[config.mk]
export PLATFORM = sky130hd
export DESIGN_NAME = llc_sram
export DESIGN_NICKNAME = d
export VERILOG_FILES = /design/src/hdl/llc_mem_pkg.sv /design/src/hdl/llc_sram.sv
export SDC_FILE = /design/constraint.sdc
export NUM_CORES = 1
export LEC_CHECK = 0
export BUFFER_PORTS_ARGS = -buffer_cell sky130_fd_sc_hd__buf_2
export CAP_MARGIN = 20
export CORE_UTILIZATION = 45
export CTS_CLUSTER_DIAMETER = 100
export DETAILED_ROUTE_END_ITERATION = 6
export PLACE_DENSITY = 0.67
export SLEW_MARGIN = 0
export SYNTH_ARGS = -nofsm -noshare
export SYNTH_HDL_FRONTEND = slang
export SYNTH_SLANG_ARGS = --single-unit
[constraint.sdc]
create_clock -name clk -period 6.75 [get_ports clk]
set_clock_uncertainty 0.15 [all_clocks]
set_input_delay 1.0125 -clock clk [delete_from_list [all_inputs] [get_ports clk]]
set_output_delay 1.0125 -clock clk [all_outputs]
set_load 0.1 [all_outputs]
[src/hdl/llc_mem_pkg.sv]
// llc local memory package
// cache geometry, field types and the packed metadata layout
package llc_mem_pkg;

    // geometry
    localparam int llc_ways           = 4;
    localparam int llc_sets           = 32;
    localparam int llc_set_bits       = 5;
    localparam int llc_banks          = 2;
    localparam int llc_bank_words     = 16;
    localparam int llc_bank_addr_bits = 4;

    // field widths
    localparam int llc_tag_bits   = 10;
    localparam int llc_owner_bits = 2;
    localparam int llc_state_bits = 3;
    localparam int llc_line_bits  = 64;
    localparam int llc_meta_bits  = 17;

    // metadata word layout, tag in the low bits
    localparam int meta_tag_lo    = 0;
    localparam int meta_tag_hi    = 9;
    localparam int meta_owner_lo  = 10;
    localparam int meta_owner_hi  = 11;
    localparam int meta_state_lo  = 12;
    localparam int meta_state_hi  = 14;
    localparam int meta_dirty_pos = 15;
    localparam int meta_hprot_pos = 16;

    typedef logic [llc_set_bits-1:0]       llc_set_t;
    typedef logic [$clog2(llc_ways)-1:0]   llc_way_t;
    typedef logic [llc_tag_bits-1:0]       llc_tag_t;
    typedef logic [llc_owner_bits-1:0]     llc_owner_t;
    typedef logic [llc_state_bits-1:0]     llc_state_t;
    typedef logic [llc_line_bits-1:0]      line_t;
    typedef logic [llc_meta_bits-1:0]      meta_word_t;

    // one bit per way
    typedef logic [llc_ways-1:0]           way_mask_t;

endpackage

[src/hdl/llc_sram.sv]
// behavioural single-port SRAM bank
// bit-masked write and registered read, payload type set by parameter
`timescale 1ns/100ps

module llc_sram #(
    parameter type payload_t = llc_mem_pkg::line_t
) (
    input  logic                                     clk,
    input  logic                                     re_i,
    input  logic                                     we_i,
    input  logic [llc_mem_pkg::llc_bank_addr_bits-1:0] addr_i,
    input  payload_t                                 wdata_i,
    input  payload_t                                 wmask_i,
    output payload_t                                 rdata_o
);
    import llc_mem_pkg::*;

    payload_t mem [llc_bank_words];

    // only masked bits change, the rest keep the stored value
    always_ff @(posedge clk) begin
        if (we_i) begin
            mem[addr_i] <= (mem[addr_i] & ~wmask_i) | (wdata_i & wmask_i);
        end
    end

    // read during write returns the old word
    always_ff @(posedge clk) begin
        if (re_i) begin
            rdata_o <= mem[addr_i];
        end
    end

endmodule

==> flow_summary_export.csv <==
group,metric,value,unit
timing,setup-violations-final,0,
placed_design,port_buffers,198,
power_and_ir_drop,pwr-share-clk,40.4,%
timing,final.setup.tns,0,ns
timing,hold_violations,0,
floorplanning,design.die.area,98400,um^2
finish,drive_gt1_share,36.8,%
synth,yosys.area.top_type,"edfxtp_1",
clock_network,htreeDepth,3,
timing,rsz0062_at_grt,"false",
clock_network,numClockSinks,1088,
global_route,grt_pass1_wl,148000,um
clock_network,cts_buffer_depth,3,
clock_network,clock-root-buffer,"clkbuf_16",
placed_design,dpl_cell_area,46200,um^2
placed_design,dp.cells,3525,
power_and_ir_drop,pwr-share-comb,7.9,%
floorplanning,initial_utilization,45.7,%
route,drc_errors,0,
critical_path,max_stage_delay,1.00,ns
min_path,min_path_type,"in2reg",
critical_path,crit_path_max_fanout,69,
finish,final_area,49700,um^2
clock_network,post_cts_resized,0,
route,avgRoutedWirePerCell,27.2,um
critical_path,cp_top_family,"compound AO/OA/AOI/OAI gates",
route,vias,21500,
run,maxCapViolations,0,
floorplanning,die-width,314,um
route,totalWireLength,101000,um
clock_network,cts_tree,"built",
critical_path,crit_required,6.93,ns
timing,post-route-min-period,4.06,ns
clock_network,holdBufCountCts,0,
floorplanning,die_h,314,um
floorplanning,rows,113,
power_and_ir_drop,peakVddDrop,0.208,mV
global_route,grt_max_degree,117,
synth,synth.yosys.seq_area_share,74.7,%
synth,syn_inst,2127,
critical_path,path_buf_inv,2,
status,run_status,"finished, final reports clean",
timing,maxSlewViolCount,0,
synth,ys_top_cells_by_area,"edfxtp_1, mux4_2, mux2_2",
critical_path,path_cells,"clkbuf_8 > nand2_4 > buf_4 > o221ai_2 > a311oi_2",
clock_network,post_cts_buffers,0,
synth,yosys.cell_types.count,32,
global_route,antenna_found_initial,4,
critical_path,cp_data_arrival_time,4.24,ns
min_path,hold_depth,2,
synth,synth.cell_area,43700,um^2
route,dr.pass1.iters,5,
synth,synth.yosys.warnings,0,
floorplanning,top_level_ports,199,
power_and_ir_drop,internal_power,11500,uW
clock_network,cts.clk_slew.worst_paths,0.06,ns
finish,syn_to_final_growth,13.7,%
route,vias_per_cell,5.79,
critical_path,cp_slowest_cell,"nand2_4",
finish,antenna_cells,0,
timing,relSlewSlack,26.2,%
global_route,grt-ovfl-total,0,
finish,final_nets,2502,
finish,final_common_cell,"edfxtp_1",
route,first_iter_violations,1838,
placed_design,hpwl,55300,um
power_and_ir_drop,power_switching,3380,uW
clock_network,cts_buffers,104,
clock_network,insertion_delay,0.68,ns
timing,clock.fmax,246,MHz
power_and_ir_drop,pwr-share-seq,51.6,%
timing,fin_crit_sh,60.1,%
global_route,grt_pass1_vias,22400,
timing,tightest_slew,1.11,ns
power_and_ir_drop,power_density,300,nW/um^2
finish,most-common-layout-cells,"edfxtp_1, buf_2, mux2_2, mux2i_1, mux4_2",
synth,synth_top_area_share,74.7,%
route,drtAntennaViolNets,0,
power_and_ir_drop,p_leak,0.0160,uW
power_and_ir_drop,swShare,22.6,%
critical_path,crit_cells,5,
critical_path,start_kind,"input pin",
synth,ys_ff_latch,1088,
critical_path,path_class,"in2reg",
synth,avgSynthCellArea,20.6,um^2
global_route,grt_usage,20.6,%
critical_path,critPathCaptureType,"flip-flop",
synth,syn_nets,2262,
critical_path,ff2ff_path_depth,4,
floorplanning,core,95600,um^2
placed_design,place_congestion,0.749,
finish,fin_cells,3718,
power groups by stage:
| stage | clock (uW) | combinational [uW] | sequential (uW) |
|---|---|---|---|
| final | 6040 | 1180 | 7710 |
| after global routing | 6360 | 1260 | 7710 |
| after CTS | 6110 | 1190 | 7710 |
| after detailed placement | 0 | 1190 | 7850 |
| after global placement | 0 | 1160 | 7850 |
| after floorplan | 0 | 638 | 8070 |
routing by layer:
layer  up-vias  global-route usage [%]  part of all wire (%)
met4         4                    6.30                   2.4
met3       154                    3.30                   6.1
met1     11400                    27.3                    41
li1       9297                       -                     -
met5         -                       0                 0.024
met2       714                    34.9                    51
synth_stat cells:
library cell	number
a311oi_2	60
a311oi_1	4
o22ai_2	40
mux4_2	128
nor2_1	80
buf_6	17
and2_1	64
edfxtp_1	1088
nand3b_1	2
nor2_2	1
a22oi_2	60
or2_1	1
o22ai_1	24
inv_1	64
nand2b_1	3
clkbuf_4	5
mux2_2	128
buf_8	2
nand2_1	2
buf_1	1
o221ai_1	4
or3b_2	1
nand3_1	1
buf_12	4
buf_2	50
clkbuf_1	17
a22oi_1	4
buf_4	19
nor2b_4	1
o221ai_2	60
a21oi_1	64
mux2i_1	128
kinds of logic (layout without fill, tap and decap cells):
kind of cell / count (synthesis) / in the layout / share of synthesized area, %
compound gates: 320 / 320 / 8.29
buf+inv: 179 / 505 / 2.38
simple gates: 156 / 156 / 1.79
flops: 1088 / 1088 / 74.7
mux: 384 / 384 / 12.8
layout make-up:
type	count	area [um^2]
clock buffer	121	2710
inverter	64	240
sequential	1088	32700
timing repair buffer	249	1510
fill	7516	45900
tap	1265	1580
multi-input combinational	860	10200
clock inverter	71	840
registers in the layout (all words and copies together), names as in the netlist:
name / flops
rdata_o: 64
mem: 1024
metrics by stage:
stage | worst slack (ns) | power [uW] | hold slack (ns) | util [%]
global placement | 2.16 | 9000 | 0.669 | 48.3
global route | 2.43 | 15300 | 0.718 | 52.0
floorplan | 1.44 | 8710 | 0.624 | -
detailed placement | 1.88 | 9040 | 0.674 | 48.3
CTS | 2.64 | 15000 | 0.662 | 52.0
finish | 2.69 | 14900 | 0.683 | 52.0
worst paths after layout:
check	slack [ns]	to	from
worst max-delay path	2.69	mem[4][46]	addr_i[2]
worst min-delay path	0.68	rdata_o[11]	addr_i[1]
worst max register to register	4.43	mem[8][12]	mem[5][12]
worst min register to register	0.69	rdata_o[17]	mem[15][17]
No activity file was read; power rests on OpenSTA's default activity.
