File: config.mk
export PLATFORM = sky130hd
export DESIGN_NAME = llc_rd_decode
export DESIGN_NICKNAME = d
export VERILOG_FILES = /design/src/hdl/llc_mem_pkg.sv /design/src/hdl/llc_rd_decode.sv
export SDC_FILE = /design/constraint.sdc
export NUM_CORES = 1
export LEC_CHECK = 0
export ABC_AREA = 1
export BUFFER_PORTS_ARGS = -buffer_cell sky130_fd_sc_hd__buf_2
export CAP_MARGIN = 40
export CORE_AREA = 2 2 380 382
export CTS_CLUSTER_DIAMETER = 120
export CTS_CLUSTER_SIZE = 40
export DETAILED_ROUTE_END_ITERATION = 8
export DIE_AREA = 0 0 382 384
export HOLD_SLACK_MARGIN = 0.08
export PLACE_DENSITY = 0.3
export SLEW_MARGIN = 5
export SYNTH_ARGS = -nofsm -noshare
export SYNTH_HDL_FRONTEND = slang
export SYNTH_SLANG_ARGS = --single-unit
File: constraint.sdc
create_clock -name clk -period 1.45 [get_ports clk]
set_input_delay 0.2175 -clock clk [delete_from_list [all_inputs] [get_ports clk]]
set_output_delay 0.2175 -clock clk [all_outputs]
set_load 0.1 [all_outputs]
File: src/hdl/llc_mem_pkg.sv
// llc local memory package
// cache geometry, field types and the packed metadata layout
package llc_mem_pkg;

    // geometry
    localparam int llc_ways           = 4;
    localparam int llc_sets           = 32;
    localparam int llc_set_bits       = 5;
    localparam int llc_banks          = 2;
    localparam int llc_bank_words     = 16;
    localparam int llc_bank_addr_bits = 4;

    // field widths
    localparam int llc_tag_bits   = 10;
    localparam int llc_owner_bits = 2;
    localparam int llc_state_bits = 3;
    localparam int llc_line_bits  = 64;
    localparam int llc_meta_bits  = 17;

    // metadata word layout, tag in the low bits
    localparam int meta_tag_lo    = 0;
    localparam int meta_tag_hi    = 9;
    localparam int meta_owner_lo  = 10;
    localparam int meta_owner_hi  = 11;
    localparam int meta_state_lo  = 12;
    localparam int meta_state_hi  = 14;
    localparam int meta_dirty_pos = 15;
    localparam int meta_hprot_pos = 16;

    typedef logic [llc_set_bits-1:0]       llc_set_t;
    typedef logic [$clog2(llc_ways)-1:0]   llc_way_t;
    typedef logic [llc_tag_bits-1:0]       llc_tag_t;
    typedef logic [llc_owner_bits-1:0]     llc_owner_t;
    typedef logic [llc_state_bits-1:0]     llc_state_t;
    typedef logic [llc_line_bits-1:0]      line_t;
    typedef logic [llc_meta_bits-1:0]      meta_word_t;

    // one bit per way
    typedef logic [llc_ways-1:0]           way_mask_t;

endpackage

File: src/hdl/llc_rd_decode.sv
// llc read decoder
// selects the bank that was read for each way and unpacks the metadata fields
`timescale 1ns/100ps

module llc_rd_decode (
    input  logic                    clk,
    input  logic                    rst,
    input  logic                    rd_en_i,
    input  llc_mem_pkg::llc_set_t   set_i,
    input  llc_mem_pkg::meta_word_t bank_meta_i [llc_mem_pkg::llc_ways*llc_mem_pkg::llc_banks],
    input  llc_mem_pkg::line_t      bank_line_i [llc_mem_pkg::llc_ways*llc_mem_pkg::llc_banks],

    output llc_mem_pkg::llc_tag_t   rd_tag_o   [llc_mem_pkg::llc_ways],
    output llc_mem_pkg::llc_owner_t rd_owner_o [llc_mem_pkg::llc_ways],
    output llc_mem_pkg::llc_state_t rd_state_o [llc_mem_pkg::llc_ways],
    output logic                    rd_dirty_o [llc_mem_pkg::llc_ways],
    output logic                    rd_hprot_o [llc_mem_pkg::llc_ways],
    output llc_mem_pkg::line_t      rd_line_o  [llc_mem_pkg::llc_ways]
);
    import llc_mem_pkg::*;

    logic [llc_set_bits-llc_bank_addr_bits-1:0] rd_bank_q;
    meta_word_t                                 sel_meta [llc_ways];

    // bank index of the read in flight, held until the next read
    always_ff @(posedge clk or negedge rst) begin
        if (!rst) begin
            rd_bank_q <= '0;
        end else if (rd_en_i) begin
            rd_bank_q <= set_i[llc_set_bits-1:llc_bank_addr_bits];
        end
    end

    always_comb begin
        for (int w = 0; w < llc_ways; w++) begin
            sel_meta[w]   = bank_meta_i[w*llc_banks+int'(rd_bank_q)];
            rd_line_o[w]  = bank_line_i[w*llc_banks+int'(rd_bank_q)];
            rd_tag_o[w]   = sel_meta[w][meta_tag_hi:meta_tag_lo];
            rd_owner_o[w] = sel_meta[w][meta_owner_hi:meta_owner_lo];
            rd_state_o[w] = sel_meta[w][meta_state_hi:meta_state_lo];
            rd_dirty_o[w] = sel_meta[w][meta_dirty_pos];
            rd_hprot_o[w] = sel_meta[w][meta_hprot_pos];
        end
    end

endmodule

==> results.json, run 1 <==
{
  "outcome": "complete, but fails checks",
  "violations": "setup timing",
  "die_w_um": 382,
  "ys_warn_count": 0,
  "dp_hpwl_mm": 82.4,
  "synth_top_family_by_area": "simple AND/OR/NAND/NOR gates",
  "areaGrowthSynthToFinish_pct": 381,
  "p_leak_nw": 9.77,
  "largest-register": "rd_bank_q",
  "grt_usage_pct": 11.5,
  "final_antenna_net_count": 0,
  "synthMuxAreaShare_pct": 0,
  "largest_reg_flops": 1,
  "drt-pass1-iter-count": 4,
  "grt_pass1_vias": 10600,
  "critPathMaxFanout": 12,
  "rows": 139,
  "antenna_found_initial": 20,
  "cp.required_ns": 1.23,
  "relSlewSlack_pct": 85.0,
  "yosysTopAreaCell": "nand2_1",
  "arrival_ns": 1.52,
  "peakVddDrop_mv": 0.263,
  "dieArea_um2": 147000,
  "min_path_type": "in -> reg",
  "core_um2": 143000,
  "cap_violations": 0,
  "top_regs": "rd_bank_q: 1 flops",
  "syn_inst": 1049,
  "ios": 980,
  "synth_compound_area_share_pct": 0,
  "drive_above_1_share_pct": 73.4,
  "drv_slew": 0,
  "finClkSkew_ns": 0,
  "wl_per_cell_um": 23.2,
  "switchingPower_w": 0.0119,
  "end_kind": "output pin",
  "grt_overflow": 0,
  "cp-start-kind": "flop",
  "clock_power_share_pct": 0,
  "fmax_mhz": 576,
  "synth_xor_area_share_pct": 0,
  "switching_share_pct": 67.2,
  "vias_per_cell": 2.60,
  "drtIter0Drc": 438,
  "synth.top_cell.area_share_pct": 89.0,
  "start_util_pct": 2.88,
  "ys_types": 7,
  "clk_pin_slew_ns": 0,
  "p_int_w": 0.00581,
  "pwr-share-seq_pct": 0.2,
  "fin_nets": 2696,
  "criticalPathCategory": "reg -> out",
  "place_congestion": 0.895,
  "via_count": 10300,
  "ys_ff_latch": 1,
  "dp_slack_ns": -0.468,
  "tightest_slew_ns": 0.225,
  "finalSetupViolations": 324,
  "drt_wl_total_mm": 91.4,
  "grt_pass1_wl_mm": 111,
  "total_power_w": 0.0177,
  "reg2reg_slack_ns": 0.15,
  "p_comb_share_pct": 99.8,
  "fill_cells": 16500,
  "yosys.area_share.simple_pct": 89.0,
  "ys_seq_area_share_pct": 0.608,
  "p_per_area_nw_per_um2": 895,
  "worst_slack_ns": -0.285,
  "drc_errors": 0,
  "grt_max_degree": 39,
  "synthAdderAreaFrac_pct": 0,
  "syn_area_per_cell_um2": 3.92,
  "finalCriticalPeriod_ns": 1.74,
  "grt_setup_unrepaired": "true",
  "die_y_um": 384,
  "synth_area_um2": 4110,
  "synthTopCellsByArea": "nand2_1, buf_4, buf_2",
  "final.period_utilization_pct": 120,
  "synth_nets": 1705,
  "portBuffers": 975,
  "clkLatencyLatePin_ns": 0,
  "hold_viol_final": 0
}
power by group through the flow:
stage               sequential, W  combinational [W]        clock, W
floorplan               0.0000323            0.00960               0
global placement        0.0000384             0.0173               0
detailed placement      0.0000384             0.0172               0
CTS                     0.0000416             0.0177               0
global route            0.0000420             0.0183  0.000000000203
finish                  0.0000415             0.0177  0.000000000527
layer usage:
| metal | up-vias | global-route usage (%) | wire (µm) |
|---|---|---|---|
| li1 | 5077 | - | - |
| met1 | 4652 | 15.8 | 41700 |
| met2 | 498 | 19.7 | 44500 |
| met3 | 38 | 1.97 | 4890 |
| met4 | 12 | 0.226 | 319 |
| met5 | - | 0 | 59 |
final timing paths:
path                                         end  depth (start not counted)                   from
setup / recovery                  rd_line_o[251]                          7  rd_bank_q$_DFFE_PN0P_
hold / removal             rd_bank_q$_DFFE_PN0P_                          3               set_i[4]
setup reg to reg           rd_bank_q$_DFFE_PN0P_                          5  rd_bank_q$_DFFE_PN0P_
hold reg to reg            rd_bank_q$_DFFE_PN0P_                          5  rd_bank_q$_DFFE_PN0P_
max in group asynchronous  rd_bank_q$_DFFE_PN0P_                          2                    rst
min in group asynchronous  rd_bank_q$_DFFE_PN0P_                          2                    rst
critical path, stage by stage, from the launching register on:
cell     delay, ns
dfrtp_4       0.52
buf_16        0.18
buf_12        0.15
buf_12        0.15
buf_12        0.15
nand2_2       0.08
nand2_4       0.08
buf_12        0.18
repair_timing:
item,in CTS,in global routing
endpoints found under the setup margin,324,324
endpoints found under the hold margin,1,0
pin swaps,14,24
cloned,3,12
hold buffers,1,0
gates resized for setup,123,80
setup buffers,9,7
stage by stage:
stage	cell area, µm²	instances	util [%]	setup TNS [ns]	hold WS (ns)
detailed placement	18500	3910	12.9	-77.16	-0.00661
global route	19800	3943	13.9	-82.39	0.467
CTS	19100	3923	13.4	-75.05	0.449
global placement	18500	3910	12.9	-74.67	-0.00554
floorplan	6220	1049	-	-0.0439	-0.0781
finish	19800	3946	13.9	-64.89	0.436
layout by cell type (no fill, tap or decap):
cell type	instances
buf_8	3
inv_12	1
dlygate4sd3_1	1
nand2_1	541
buf_6	10
buf_4	34
nand2_4	295
buf_2	651
nand2_2	135
buf_12	336
dfrtp_4	1
inv_1	1
nand2_8	4
buf_16	14
clkbuf_16	11
diode_2	5
final cells by class:
type	instances	area [µm²]	share of cell area [%]
antenna	5	12.5	0.0632
timing repair buffer	1060	11100	55.9
inverter	2	20.0	0.101
tap	1903	2380	12.0
multi-input combinational	975	6280	31.7
sequential	1	28.8	0.145
synth_stat cells:
cell type  number
inv_2           1
dfrtp_1         1
buf_4          29
buf_2          36
nand2_1       975
clkbuf_1        6
inv_1           1
cell families (layout without fill, tap and decap cells):
group / count (synthesis) / count (layout)
flops: 1 / 1
other cells: 0 / 5
simple gates: 975 / 975
buf+inv: 73 / 1062
(Power assumes the default switching activity.)
==> run 2: changes to the inputs <==
--- a/config.mk
+++ b/config.mk
@@ -19,3 +19,4 @@
 export SYNTH_ARGS = -nofsm -noshare
 export SYNTH_HDL_FRONTEND = slang
 export SYNTH_SLANG_ARGS = --single-unit
+export TNS_END_PERCENT = 20
==> run 2 against run 1 <==
The flow still finishes with violations (setup timing); die area unchanged; critical path type unchanged; largest cell class unchanged; critical path depth increased by 1; flip-flop and latch count unchanged.
==> results.json, run 2 (synthesis gave the netlist of run 1 again) <==
{
  "outcome": "complete, but fails checks",
  "violations": "setup timing",
  "grt_setup_unrepaired": "true",
  "min_path_type": "in -> reg",
  "fin_cells": 4012,
  "die_w_um": 382,
  "grt_pass1_wl_mm": 115,
  "vias_per_cell": 2.74,
  "finClkSkew_ns": 0,
  "drt_wl_total_mm": 97.5,
  "grt_pass1_vias": 10900,
  "drv_slew": 0,
  "areaGrowthSynthToFinish_pct": 400,
  "finalSetupViolations": 324,
  "holdWs_ns": 0.545,
  "cp-start-kind": "flop",
  "cp_slowest_cell": "dfrtp_4",
  "fmax_mhz": 544,
  "grt_max_degree": 38,
  "max_stage_delay_ns": 0.51,
  "crit_chain": "buf_6 -> buf_16 -> buf_12 -> buf_12 -> buf_6 -> nand2_1 -> nand2_2 -> buf_12",
  "portBuffers": 975,
  "largest_reg_flops": 1,
  "hp-start": "set_i[4]",
  "place_congestion": 0.971,
  "relSlewSlack_pct": 80.4,
  "p_leak_nw": 10.2,
  "rows": 139,
  "grt_overflow": 0,
  "fin_nets": 2763,
  "antenna_found_initial": 44,
  "ios": 980,
  "drtIter0Drc": 452,
  "end_kind": "output pin",
  "largest-register": "rd_bank_q",
  "grt_usage_pct": 11.9,
  "dp.cells": 3949,
  "path_delay_family": "buffers and inverters",
  "drc_errors": 0,
  "design_area_um2": 20500,
  "cp_common_cell": "buf_12",
  "clk_pin_slew_ns": 0.01,
  "wl_per_cell_um": 24.3,
  "tightest_slew_ns": 0.294,
  "cp.required_ns": 1.23,
  "core_um2": 143000,
  "routed-wl-met3_mm": 6.73,
  "clkLatencyLatePin_ns": 0,
  "dp_hpwl_mm": 86.3,
  "top_layer": "met5",
  "layout_commonest_cell": "buf_2",
  "placed_cell_area_um2": 17500,
  "path_buf_inv": 6,
  "drt-pass1-iter-count": 5,
  "drive_above_1_share_pct": 73.7,
  "hold_viol_final": 0,
  "start_util_pct": 2.88,
  "met2RoutedLength_mm": 47.7,
  "worst_slack_ns": -0.388,
  "critPathMaxFanout": 21,
  "criticalPathCategory": "reg -> out",
  "p_per_area_nw_per_um2": 880,
  "crit_path_start": "rd_bank_q$_DFFE_PN0P_",
  "final_antenna_net_count": 0,
  "cap_violations": 0,
  "wl_met1_mm": 41.5,
  "dieArea_um2": 147000,
  "top_regs": "rd_bank_q: 1 flops",
  "final.period_utilization_pct": 127,
  "finalCriticalPeriod_ns": 1.84,
  "r2r-start": "rd_bank_q$_DFFE_PN0P_",
  "arrival_ns": 1.62,
  "via_count": 11000,
  "die_y_um": 384,
  "peakVddDrop_mv": 0.243,
  "layout_common_cells": "buf_2, nand2_1, buf_12, nand2_2, nand2_4"
}
run 2: cell types whose count changed in the layout (fill, tap and decap cells not counted), sizes merged:
cell	change
buf	+58
inv	-1
clkinv	+1
diode	-1
clkbuf	+9
run 2: metal layers:
layer / global-route usage (%) / vias up
met5: 0 / -
met4: 0.999 / 32
met3: 2.55 / 82
met2: 20.7 / 592
met1: 15.6 / 5067
li1: - / 5217
run 2: area by class of cell:
type	instances	area, µm²
antenna	4	10.0
sequential	1	28.8
tap	1903	2380
multi-input combinational	975	5860
fill	16500	122000
inverter	2	20.0
timing repair buffer	1127	12300
run 2: path summary, 6_finish.rpt:
kind / to / slack, ns / depth (start not counted)
setup / recovery: rd_line_o[120] / -0.39 / 8
hold / removal: rd_bank_q$_DFFE_PN0P_ / 0.55 / 3
setup reg to reg: rd_bank_q$_DFFE_PN0P_ / 0.01 / 6
hold reg to reg: rd_bank_q$_DFFE_PN0P_ / 1.31 / 6
max in group asynchronous: rd_bank_q$_DFFE_PN0P_ / 0.73 / 2
min in group asynchronous: rd_bank_q$_DFFE_PN0P_ / 0.62 / 2
run 2: metrics by stage:
step	total power [W]	setup slack (ns)	TNS, ns	utilization, %
global placement	0.0167	-0.737	-95.15	12.2
finish	0.0181	-0.388	-80.91	14.4
CTS	0.0172	-0.375	-84.07	12.8
detailed placement	0.0167	-0.749	-95.80	12.2
global route	0.0186	-0.414	-94.51	14.4
floorplan	0.00882	-0.281	-68.97	-
run 2: power breakdown:
group          switching (W)    internal (W)
logic                 0.0119         0.00616
clock network              0  0.000000000374
registers         0.00000733       0.0000326
total                 0.0119         0.00619
run 2: worst reg2reg max path: cells and delay by family (launching register included):
kind | cells | cell delay (ns)
flip-flops | 1 | 0.51
buffers and inverters | 4 | 0.59
AND/OR/NAND/NOR | 2 | 0.18
run 2: timing repair:
action	CTS	global route
endpoints found under the setup margin	324	325
gates resized for setup	157	425
hold endpoints to repair	1	0
gates cloned	4	23
hold buffers	1	0
buffers inserted	14	20
pin swaps	15	38
