File: config.mk
export PLATFORM = sky130hd
export DESIGN_NAME = llc_wr_encode
export DESIGN_NICKNAME = d
export VERILOG_FILES = /design/src/hdl/llc_mem_pkg.sv /design/src/hdl/llc_wr_encode.sv
export SDC_FILE = /design/constraint.sdc
export NUM_CORES = 1
export LEC_CHECK = 0
export ABC_AREA = 1
export BUFFER_PORTS_ARGS = -buffer_cell sky130_fd_sc_hd__buf_4
export CORE_AREA = 2 2 80 82
export DETAILED_ROUTE_END_ITERATION = 8
export DIE_AREA = 0 0 82 84
export GPL_TIMING_DRIVEN = 0
export PLACE_DENSITY = 0.64
export SYNTH_ARGS = -nofsm -noshare
export SYNTH_HDL_FRONTEND = slang
export SYNTH_SLANG_ARGS = --single-unit
File: constraint.sdc
create_clock -name vclk -period 0.8
set_clock_uncertainty 0.05 [all_clocks]
set_input_delay 0.04 -clock vclk [all_inputs]
set_output_delay 0.04 -clock vclk [all_outputs]
set_load 0.03 [all_outputs]
File: src/hdl/llc_mem_pkg.sv
// llc local memory package
// cache geometry, field types and the packed metadata layout
package llc_mem_pkg;

    // geometry
    localparam int llc_ways           = 4;
    localparam int llc_sets           = 32;
    localparam int llc_set_bits       = 5;
    localparam int llc_banks          = 2;
    localparam int llc_bank_words     = 16;
    localparam int llc_bank_addr_bits = 4;

    // field widths
    localparam int llc_tag_bits   = 10;
    localparam int llc_owner_bits = 2;
    localparam int llc_state_bits = 3;
    localparam int llc_line_bits  = 64;
    localparam int llc_meta_bits  = 17;

    // metadata word layout, tag in the low bits
    localparam int meta_tag_lo    = 0;
    localparam int meta_tag_hi    = 9;
    localparam int meta_owner_lo  = 10;
    localparam int meta_owner_hi  = 11;
    localparam int meta_state_lo  = 12;
    localparam int meta_state_hi  = 14;
    localparam int meta_dirty_pos = 15;
    localparam int meta_hprot_pos = 16;

    typedef logic [llc_set_bits-1:0]       llc_set_t;
    typedef logic [$clog2(llc_ways)-1:0]   llc_way_t;
    typedef logic [llc_tag_bits-1:0]       llc_tag_t;
    typedef logic [llc_owner_bits-1:0]     llc_owner_t;
    typedef logic [llc_state_bits-1:0]     llc_state_t;
    typedef logic [llc_line_bits-1:0]      line_t;
    typedef logic [llc_meta_bits-1:0]      meta_word_t;

    // one bit per way
    typedef logic [llc_ways-1:0]           way_mask_t;

endpackage

File: src/hdl/llc_wr_encode.sv
// llc write encoder
// packs metadata fields, builds the bit mask and decodes per-way, per-bank write enables
`timescale 1ns/100ps

module llc_wr_encode (
    input  logic                    wr_en_i,
    input  llc_mem_pkg::way_mask_t  wr_flush_i,
    input  llc_mem_pkg::llc_set_t   set_i,
    input  llc_mem_pkg::llc_way_t   way_i,
    input  llc_mem_pkg::llc_tag_t   wr_tag_i,
    input  llc_mem_pkg::llc_owner_t wr_owner_i,
    input  llc_mem_pkg::llc_state_t wr_state_i,
    input  logic                    wr_dirty_i,
    input  logic                    wr_hprot_i,
    input  llc_mem_pkg::line_t      wr_line_i,

    output llc_mem_pkg::meta_word_t wr_meta_o,
    output llc_mem_pkg::meta_word_t wr_meta_mask_o,
    output llc_mem_pkg::line_t      wr_line_o,
    output logic [llc_mem_pkg::llc_ways*llc_mem_pkg::llc_banks-1:0] meta_we_o,
    output logic [llc_mem_pkg::llc_ways*llc_mem_pkg::llc_banks-1:0] line_we_o
);
    import llc_mem_pkg::*;

    logic [llc_set_bits-llc_bank_addr_bits-1:0] bank_sel;
    logic                                       flush_any;
    logic                                       way_hit;
    logic                                       bank_hit;

    // bank is picked by the top bit of the set index
    assign bank_sel  = set_i[llc_set_bits-1:llc_bank_addr_bits];
    assign flush_any = |wr_flush_i;

    // line data goes to every line bank, only enables differ
    assign wr_line_o = wr_line_i;

    always_comb begin
        wr_meta_o = '0;
        wr_meta_o[meta_tag_hi:meta_tag_lo]     = wr_tag_i;
        wr_meta_o[meta_owner_hi:meta_owner_lo] = wr_owner_i;
        wr_meta_o[meta_state_hi:meta_state_lo] = wr_state_i;
        wr_meta_o[meta_dirty_pos]              = wr_dirty_i;
        wr_meta_o[meta_hprot_pos]              = wr_hprot_i;
    end

    // a flush only touches state and dirty, a normal write covers the whole word
    always_comb begin
        wr_meta_mask_o = '0;
        if (wr_en_i) begin
            wr_meta_mask_o = '1;
        end else if (flush_any) begin
            wr_meta_mask_o[meta_state_hi:meta_state_lo] = '1;
            wr_meta_mask_o[meta_dirty_pos]              = 1'b1;
        end
    end

    // enable index is way * banks + bank
    always_comb begin
        meta_we_o = '0;
        line_we_o = '0;
        way_hit   = 1'b0;
        bank_hit  = 1'b0;
        for (int w = 0; w < llc_ways; w++) begin
            way_hit = wr_en_i && (way_i == llc_way_t'(w));
            for (int b = 0; b < llc_banks; b++) begin
                bank_hit = (int'(bank_sel) == b);
                meta_we_o[w*llc_banks+b] = bank_hit && (wr_flush_i[w] || way_hit);
                line_we_o[w*llc_banks+b] = bank_hit && way_hit;
            end
        end
    end

endmodule

==> metrics.cfg, run 1 <==
[layout]
final_layout_size_suffix_gt1_share_pct = 93.6
stdcell_area_sq_um = 2000
nClkBuffers = 0
multi_input_area_sq_um = 163
seq_area_sq_um = 0
nNetsFinal = 344
diodes = 0
syn2layout_area_growth_pct = 131
seq_cells = 0
final_core_util_pct = 32.8
n_fill_cell = 636

[die]
floorplan.rows = 29
coreArea_sq_um = 6100
dieArea_sq_um = 6890
dieHeight_microns = 84
io_pins = 207
initial_core_util_pct = 14.2
die_w_microns = 82

[run_status]
status = finished, violations left
failed_checks = negative setup slack

[logic_synthesis]
yosysTopAreaCell = buf_4
synthCells = 128
synth_compound_area_share_pct = 4.63
synthAdderAreaFrac_pct = 0
synthMuxAreaShare_pct = 0
synthTopCellsByArea = buf_4 (85%), a21oi_1 (4.6%), nor2_1 (3.9%)
synth_xor_area_share_pct = 0
synth_top_area_share_pct = 85.1
synth-simple-area-share_pct = 7.24
syn_nets = 221
yosys_warnings = 0
syn_area_sq_um = 865
avgSynthCellArea_sq_um = 6.75
synth_top_family_by_area = buffers and inverters
synth_cell_types = 7
ys_seq_area_share_pct = 0

[sta]
slew_headroom_pct = 87.8
finalSetupViolations = 3
tightestPinTransition_ps = 182
rsz0062_at_grt = yes
fin_crit_sh_pct = 102
final-hold-violation-count = 0
min_period_ps = 812
drv_slew = 0
fmax_ghz = 1.23
setup_ws_ps = -12.3
fin_hold_ws_ps = 246

[placement]
gp_congestion = 0.679
port_buffers = 121
place_area_sq_um = 1890
dpl.hpwl_microns = 2580

[worst_setup_path]
worst_path_max_delay_cell = nor3_4
start_kind = input port
required_ps = 710
cp_max_fo = 4
slowest_delay_ps = 170
crit_top_cell = buf_6
crit_buf_inv = 3
criticalPathCategory = input port to output pin
endpoint_kind = output pin
cpLargestDelayFamily = buffers and inverters
arrival_ps = 720
path_cells = buf_8, nor3_4, nand3_2, buf_6, buf_6

[route]
vias_per_cell = 3.34
drc = 0
first_pass_iters = 2
vias = 1090
wl_per_cell_microns = 8.65
drtAntennaViolNets = 0
drt_iter0_drc = 6
wl_microns = 2820

[power]
leakagePower_nw = 1.16
p_per_area_nw_per_um2 = 774
p_total_mw = 1.55
peakVddDrop_uv = 401

[grt]
antenna_found_initial = 0
grt_pass1_wl_microns = 3770
grtUsageTotal_pct = 6.35
grt_max_degree = 19
first_global_vias = 885
gr-total-overflow = 0

[cts]
postCtsSetupBuffers = 0
ctsHoldBuffers = 0

[worst_hold_path]
worst_hold_path_type = input port to output pin

[run]
drv_cap = 0

report_power, final:
part / leakage [nW] / switching (mW) / internal, mW / total (mW)
clock: 0 / 0 / 0 / 0
combinational: 1.16 / 0.834 / 0.713 / 1.55
sequential: 0 / 0 / 0 / 0
cells in the mapped netlist:
cell	n
nor2_1	9
nand3_1	4
a21oi_1	8
inv_1	7
nand2_1	1
nor3_1	1
buf_4	98
final timing paths:
path	start	end	slack [ps]	cells past startpoint
setup / recovery	wr_flush_i[2]	wr_meta_mask_o[13]	-10	5
hold / removal	wr_line_i[7]	wr_line_o[7]	250	2
layout make-up:
| class | count | share of cell area [%] |
|---|---|---|
| repair buffers | 121 | 47.5 |
| plain buffers | 98 | 38.0 |
| multi-input cells | 23 | 8.14 |
| well taps | 77 | 4.82 |
| inverters | 7 | 1.50 |
per-stage QoR:
| stage | instances | setup WS [ps] | TNS, ps |
|---|---|---|---|
| final | 326 | -12.3 | -31.4 |
| after global routing | 326 | -40.5 | -180 |
| after CTS | 326 | -26.4 | -77.6 |
| after detailed placement | 326 | -176 | -866 |
| after global placement | 326 | -167 | -872 |
| after floorplan | 128 | -53.7 | -215 |
repair_timing:
item | 4_1_cts | 5_1_grt
resized for setup | 13 | 16
setup endpoints to repair | 13 | 16
cloned | 0 | 0
pin swaps | 2 | 2
layer usage:
| layer | global-route usage [%] | vias up | wire length [microns] |
|---|---|---|---|
| li1 | - | 535 | - |
| met1 | 6.95 | 439 | 793 |
| met2 | 13.2 | 116 | 1460 |
| met3 | 0.758 | 0 | 563 |
| met4 | 0 | 0 | 0 |
| met5 | 0 | - | 0 |
cell families after synthesis:
logic type / after synthesis
AND/OR/NAND/NOR: 15
AO/OA/AOI/OAI: 8
buffers and inverters: 105
placed cells by master, fill, tap and decap left out:
cell type,count
inv_2,1
buf_8,2
inv_1,5
nand2_2,1
nor2_4,1
clkinvlp_4,1
nand3_2,4
a21oi_2,5
a21oi_1,3
buf_4,206
nor3_4,1
buf_6,10
nor2_1,8
buf_12,1
Note: power is estimated with default switching activity, not from simulation.
==> run 2: changes to the inputs <==
Clock period 0.8 ns to 1 ns, I/O delays scaled along.
==> metrics.cfg, run 2 (same netlist as run 1, synthesis figures left out) <==
[run_status]
status = completed  ; was finished, violations left

[power]
p_per_area_nw_per_um2 = 633  ; was 774 nW/um^2
power_frac_comb_pct = 100.0  ; about the same
seq_power_share_pct = 0  ; about the same
pwr-share-clk_pct = 0  ; about the same
internal-power_mw = 0.544  ; was 0.713 mW
peakVddDrop_uv = 306  ; was 401 uV
p_total_mw = 1.20  ; was 1.55 mW
p_sw_mw = 0.653  ; was 0.834 mW
switching_share_pct = 54.5  ; was 53.9%
leakagePower_nw = 1.13  ; was 1.16 nW

[layout]
syn2layout_area_growth_pct = 119  ; was 131%
mostFrequentLayoutCells = buf_4 (219), nor2_1 (9), a21oi_1 (8), inv_1 (7)  ; was buf_4 (206), buf_6 (10), nor2_1 (8), inv_1 (5), a21oi_2 (5)
seq_cells = 0  ; unchanged
nClkBuffers = 0  ; unchanged
stdcell_area_sq_um = 1890  ; was 2000 sq um
diodes = 0  ; unchanged
final_core_util_pct = 31.0  ; was 32.8%
nNetsFinal = 344  ; unchanged
final_layout_size_suffix_gt1_share_pct = 89.2  ; was 93.6%
seq_area_sq_um = 0  ; unchanged
fin_cells = 326  ; unchanged
final_common_cell = buf_4  ; unchanged

[grt]
grt_max_degree = 19  ; unchanged
gr-total-overflow = 0  ; unchanged
grtUsageTotal_pct = 6.98  ; was 6.35%
antenna_found_initial = 0  ; unchanged
first_global_vias = 889  ; was 885
grt_pass1_wl_microns = 3940  ; was 3770 microns

[sta]
min_period_ps = 910
fin_hold_ws_ps = 266  ; was 246 ps
fin_crit_sh_pct = 91.0
final-hold-violation-count = 0  ; unchanged
tightestPinTransition_ps = 261  ; was 182 ps
fmax_ghz = 1.10
rsz0062_at_grt = no  ; was yes
finalSetupViolations = 0  ; was 3
drv_slew = 0  ; unchanged
slew_headroom_pct = 82.6  ; was 87.8%

[worst_setup_path]
required_ps = 900  ; was 710 ps
cp-startpoint = wr_en_i  ; was wr_flush_i[2]
criticalPathCategory = input port to output pin  ; unchanged
start_kind = input port  ; unchanged
arrival_ps = 810  ; was 720 ps
cp_max_fo = 18  ; was 4
endpoint_kind = output pin  ; unchanged
setup.worst_path.end = wr_meta_mask_o[15]  ; was wr_meta_mask_o[13]

[cts]
postCtsSetupBuffers = 0  ; unchanged

[run]
drv_cap = 0  ; unchanged

[placement]
gp_congestion = 0.687  ; was 0.679
dp_cells = 326  ; unchanged
place_area_sq_um = 1870  ; was 1890 sq um
dpl.hpwl_microns = 2930  ; was 2580 microns
port_buffers = 121  ; unchanged

[die]
floorplan.rows = 29  ; unchanged
io_pins = 207  ; unchanged
initial_core_util_pct = 14.2  ; unchanged
dieHeight_microns = 84  ; unchanged
dieArea_sq_um = 6890  ; unchanged
die_w_microns = 82  ; unchanged
coreArea_sq_um = 6100  ; unchanged

[worst_hold_path]
worst_hold_path_type = input port to output pin  ; unchanged

[route]
wl_per_cell_microns = 9.47  ; was 8.65 microns
first_pass_iters = 4  ; was 2
drt_iter0_drc = 12  ; was 6
vias = 1089  ; was 1090
wl_microns = 3090  ; was 2820 microns
drc = 0  ; unchanged
drtAntennaViolNets = 0  ; unchanged
vias_per_cell = 3.34  ; about the same

-- run 2: worst min-delay path by stage --
| stage | start | endpoint | slack [ps] | cells past startpoint |
|---|---|---|---|---|
| after global routing | wr_line_i[16] | wr_line_o[16] | 270 | 2 |
| after global placement | wr_line_i[17] | wr_line_o[17] | 270 | 2 |
| after CTS | wr_line_i[33] | wr_line_o[33] | 270 | 2 |
| after floorplan | wr_line_i[0] | wr_line_o[0] | 180 | 1 |
| after detailed placement | wr_line_i[33] | wr_line_o[33] | 270 | 2 |
| final | wr_line_i[33] | wr_line_o[33] | 270 | 2 |
-- run 2: area by class of cell --
type / instances / area [sq um]
tap: 77 / 96.3
buffer: 98 / 736
inverter: 7 / 26.3
multi-input combinational: 23 / 124
timing repair buffer: 121 / 908
fill: 669 / 4210
-- run 2: layer usage --
metal | vias to the layer above | global-route usage [%] | share of wire, %
met5 | - | 0 | 0
met4 | 0 | 0 | 0
met3 | 0 | 1.62 | 19
met2 | 112 | 15.4 | 55
met1 | 442 | 6.30 | 26
li1 | 535 | - | -
-- run 2: worst max-delay path, cell delays in order --
cell     delay (ps)
buf_4           180
nor3_4          150
nand3_2         120
buf_4           150
buf_4           160
-- run 2: through the flow --
stage / TNS (ps) / worst slack, ps
after floorplan: 0 / 71.1
after global placement: -693 / -203
after detailed placement: -748 / -217
after CTS: 0 / 48.3
after global routing: 0 / 8.52
final: 0 / 89.7
-- run 2: power by group through the flow --
| stage | Clock (mW) | Combinational [mW] | Sequential, mW |
|---|---|---|---|
| 6_report | 0 | 1.20 | 0 |
| 5_1_grt | 0 | 1.25 | 0 |
| 3_5_place_dp | 0 | 1.20 | 0 |
| 3_3_place_gp | 0 | 1.20 | 0 |
| 2_1_floorplan | 0 | 0.811 | 0 |
| 4_1_cts | 0 | 1.21 | 0 |
-- run 2: timing repair --
action                                  CTS  global route
pin swaps                                 1             0
gates resized for setup                   3             1
hold buffers                              0             0
endpoints found under the setup margin    4             1
==> run 3: changes to the inputs <==
Settings changed: CELL_PAD_IN_SITES_DETAIL_PLACEMENT set to 0, CELL_PAD_IN_SITES_GLOBAL_PLACEMENT set to 1, CORE_AREA 2 2 80 82 to not set, CORE_UTILIZATION set to 13, DIE_AREA 0 0 82 84 to not set, PLACE_DENSITY 0.64 to not set, PLACE_DENSITY_LB_ADDON set to 0.3.
==> metrics.cfg, run 3 (same netlist as run 1, synthesis figures left out) <==
[sta]
rsz0062_at_grt = no  ; unchanged
setup_ws_ps = 75.6  ; was 89.7 ps
fmax_ghz = 1.08  ; was 1.10 GHz
min_period_ps = 924  ; was 910 ps
slew_headroom_pct = 82.0  ; was 82.6%
final-hold-violation-count = 0  ; unchanged
fin_crit_sh_pct = 92.4  ; was 91.0%
drv_slew = 0  ; unchanged
finalSetupViolations = 0  ; unchanged
tightestPinTransition_ps = 269  ; was 261 ps

[worst_hold_path]
worst_hold_path_type = input port to output pin  ; unchanged
holdPathStages = 2  ; unchanged
holdPathEnd = wr_line_o[11]  ; was wr_line_o[33]
holdCritStartpoint = wr_line_i[11]  ; was wr_line_i[33]

[die]
dieHeight_microns = 83.6  ; was 84 microns
coreArea_sq_um = 6390  ; was 6100 sq um
die_w_microns = 83.6  ; was 82 microns
initial_core_util_pct = 13.5  ; was 14.2%
floorplan.rows = 29  ; unchanged
io_pins = 207  ; unchanged
dieArea_sq_um = 6980  ; was 6890 sq um

[layout]
n_fill_cell = 721  ; was 669
stdcell_area_sq_um = 1900  ; was 1890 sq um
mostFrequentLayoutCells = buf_4 (219), nor2_1 (9), inv_1 (7), a21oi_1 (6)  ; was buf_4 (219), nor2_1 (9), a21oi_1 (8), inv_1 (7)
seq_area_sq_um = 0  ; unchanged
syn2layout_area_growth_pct = 120  ; was 119%
diodes = 0  ; unchanged
fin_cells = 326  ; unchanged
seq_cells = 0  ; unchanged
final_common_cell = buf_4  ; unchanged
nClkBuffers = 0  ; unchanged
final_core_util_pct = 29.7  ; was 31.0%
nNetsFinal = 344  ; unchanged
final_layout_size_suffix_gt1_share_pct = 90.0  ; was 89.2%
multi_input_area_sq_um = 131  ; was 124 sq um

[worst_setup_path]
criticalPathCategory = input port to output pin  ; unchanged
arrival_ps = 820  ; was 810 ps
required_ps = 900  ; about the same
start_kind = input port  ; unchanged
endpoint_kind = output pin  ; unchanged
cp_max_fo = 18  ; unchanged

[power]
peakVddDrop_uv = 272  ; was 306 uV
p_total_mw = 1.20  ; about the same
p_per_area_nw_per_um2 = 633  ; about the same
leakagePower_nw = 1.13  ; about the same

[grt]
grtUsageTotal_pct = 7.02  ; was 6.98%
gr-total-overflow = 0  ; unchanged
grt_pass1_wl_microns = 4020  ; was 3940 microns
antenna_found_initial = 0  ; unchanged
grt_max_degree = 19  ; unchanged
first_global_vias = 851  ; was 889

[route]
vias = 1078  ; was 1089
drtAntennaViolNets = 0  ; unchanged
drc = 0  ; unchanged
drt_iter0_drc = 10  ; was 12
first_pass_iters = 4  ; unchanged
wl_per_cell_microns = 9.35  ; was 9.47 microns
wl_microns = 3050  ; was 3090 microns
vias_per_cell = 3.31  ; was 3.34

[cts]
postCtsSetupBuffers = 0  ; unchanged

[run_status]
status = completed  ; unchanged

[placement]
dp_cells = 326  ; unchanged
place_area_sq_um = 1870  ; unchanged
post-place-ws_ps = -142  ; was -217 ps
gp_congestion = 0.746  ; was 0.687
port_buffers = 121  ; unchanged

[run]
drv_cap = 0  ; unchanged

## run 3: changes by cell type in the layout (fill, tap and decap cells not counted)
cell and change:
a21oi_1 -2, a21oi_2 +2
## run 3: what timing repair did
| item | CTS | global route |
|---|---|---|
| pin swaps | 1 | 1 |
| hold buffers | 0 | 0 |
| resized for setup | 4 | 2 |
| endpoints found under the setup margin | 4 | 7 |
## run 3: report_power, final
group | switching [mW] | total (mW) | internal, mW
Sequential | 0 | 0 | 0
Clock | 0 | 0 | 0
Combinational | 0.656 | 1.20 | 0.545
Total | 0.656 | 1.20 | 0.545
## run 3: cell type report
| type | count | share of cell area (%) |
|---|---|---|
| buffer | 98 | 38.8 |
| tap | 77 | 5.08 |
| inverter | 7 | 1.38 |
| timing repair buffer | 121 | 47.9 |
| multi-input combinational | 23 | 6.92 |
## run 3: metal layers
metal / vias to the layer above / global-route usage, % / routed length, microns / share of wire, %
met5: - / 0 / 0 / 0
met4: 0 / 0 / 0 / 0
met3: 0 / 1.88 / 525 / 17
met2: 116 / 15.5 / 1660 / 55
met1: 426 / 6.60 / 860 / 28
li1: 536 / - / - / -
## run 3: critical path, cell delays in order
cell and delay (ps):
buf_4 200, nand3_1 200, a21oi_1 180, buf_4 180
## run 3: per-stage QoR
stage | setup TNS (ps) | hold WS, ps
after floorplan | 0 | 182
after global placement | -375 | 266
after detailed placement | -453 | 266
after CTS | 0 | 266
after global routing | 0 | 269
final | 0 | 265
## run 3: worst max-delay path by stage
stage,start,endpoint,slack [ps],cells after the start
after global placement,wr_en_i,wr_meta_mask_o[14],-120,5
after global routing,wr_en_i,meta_we_o[5],4,4
after floorplan,wr_en_i,wr_meta_mask_o[13],70,3
after detailed placement,wr_en_i,wr_meta_mask_o[14],-140,5
after CTS,wr_en_i,wr_meta_mask_o[15],2,5
final,wr_en_i,meta_we_o[7],80,4
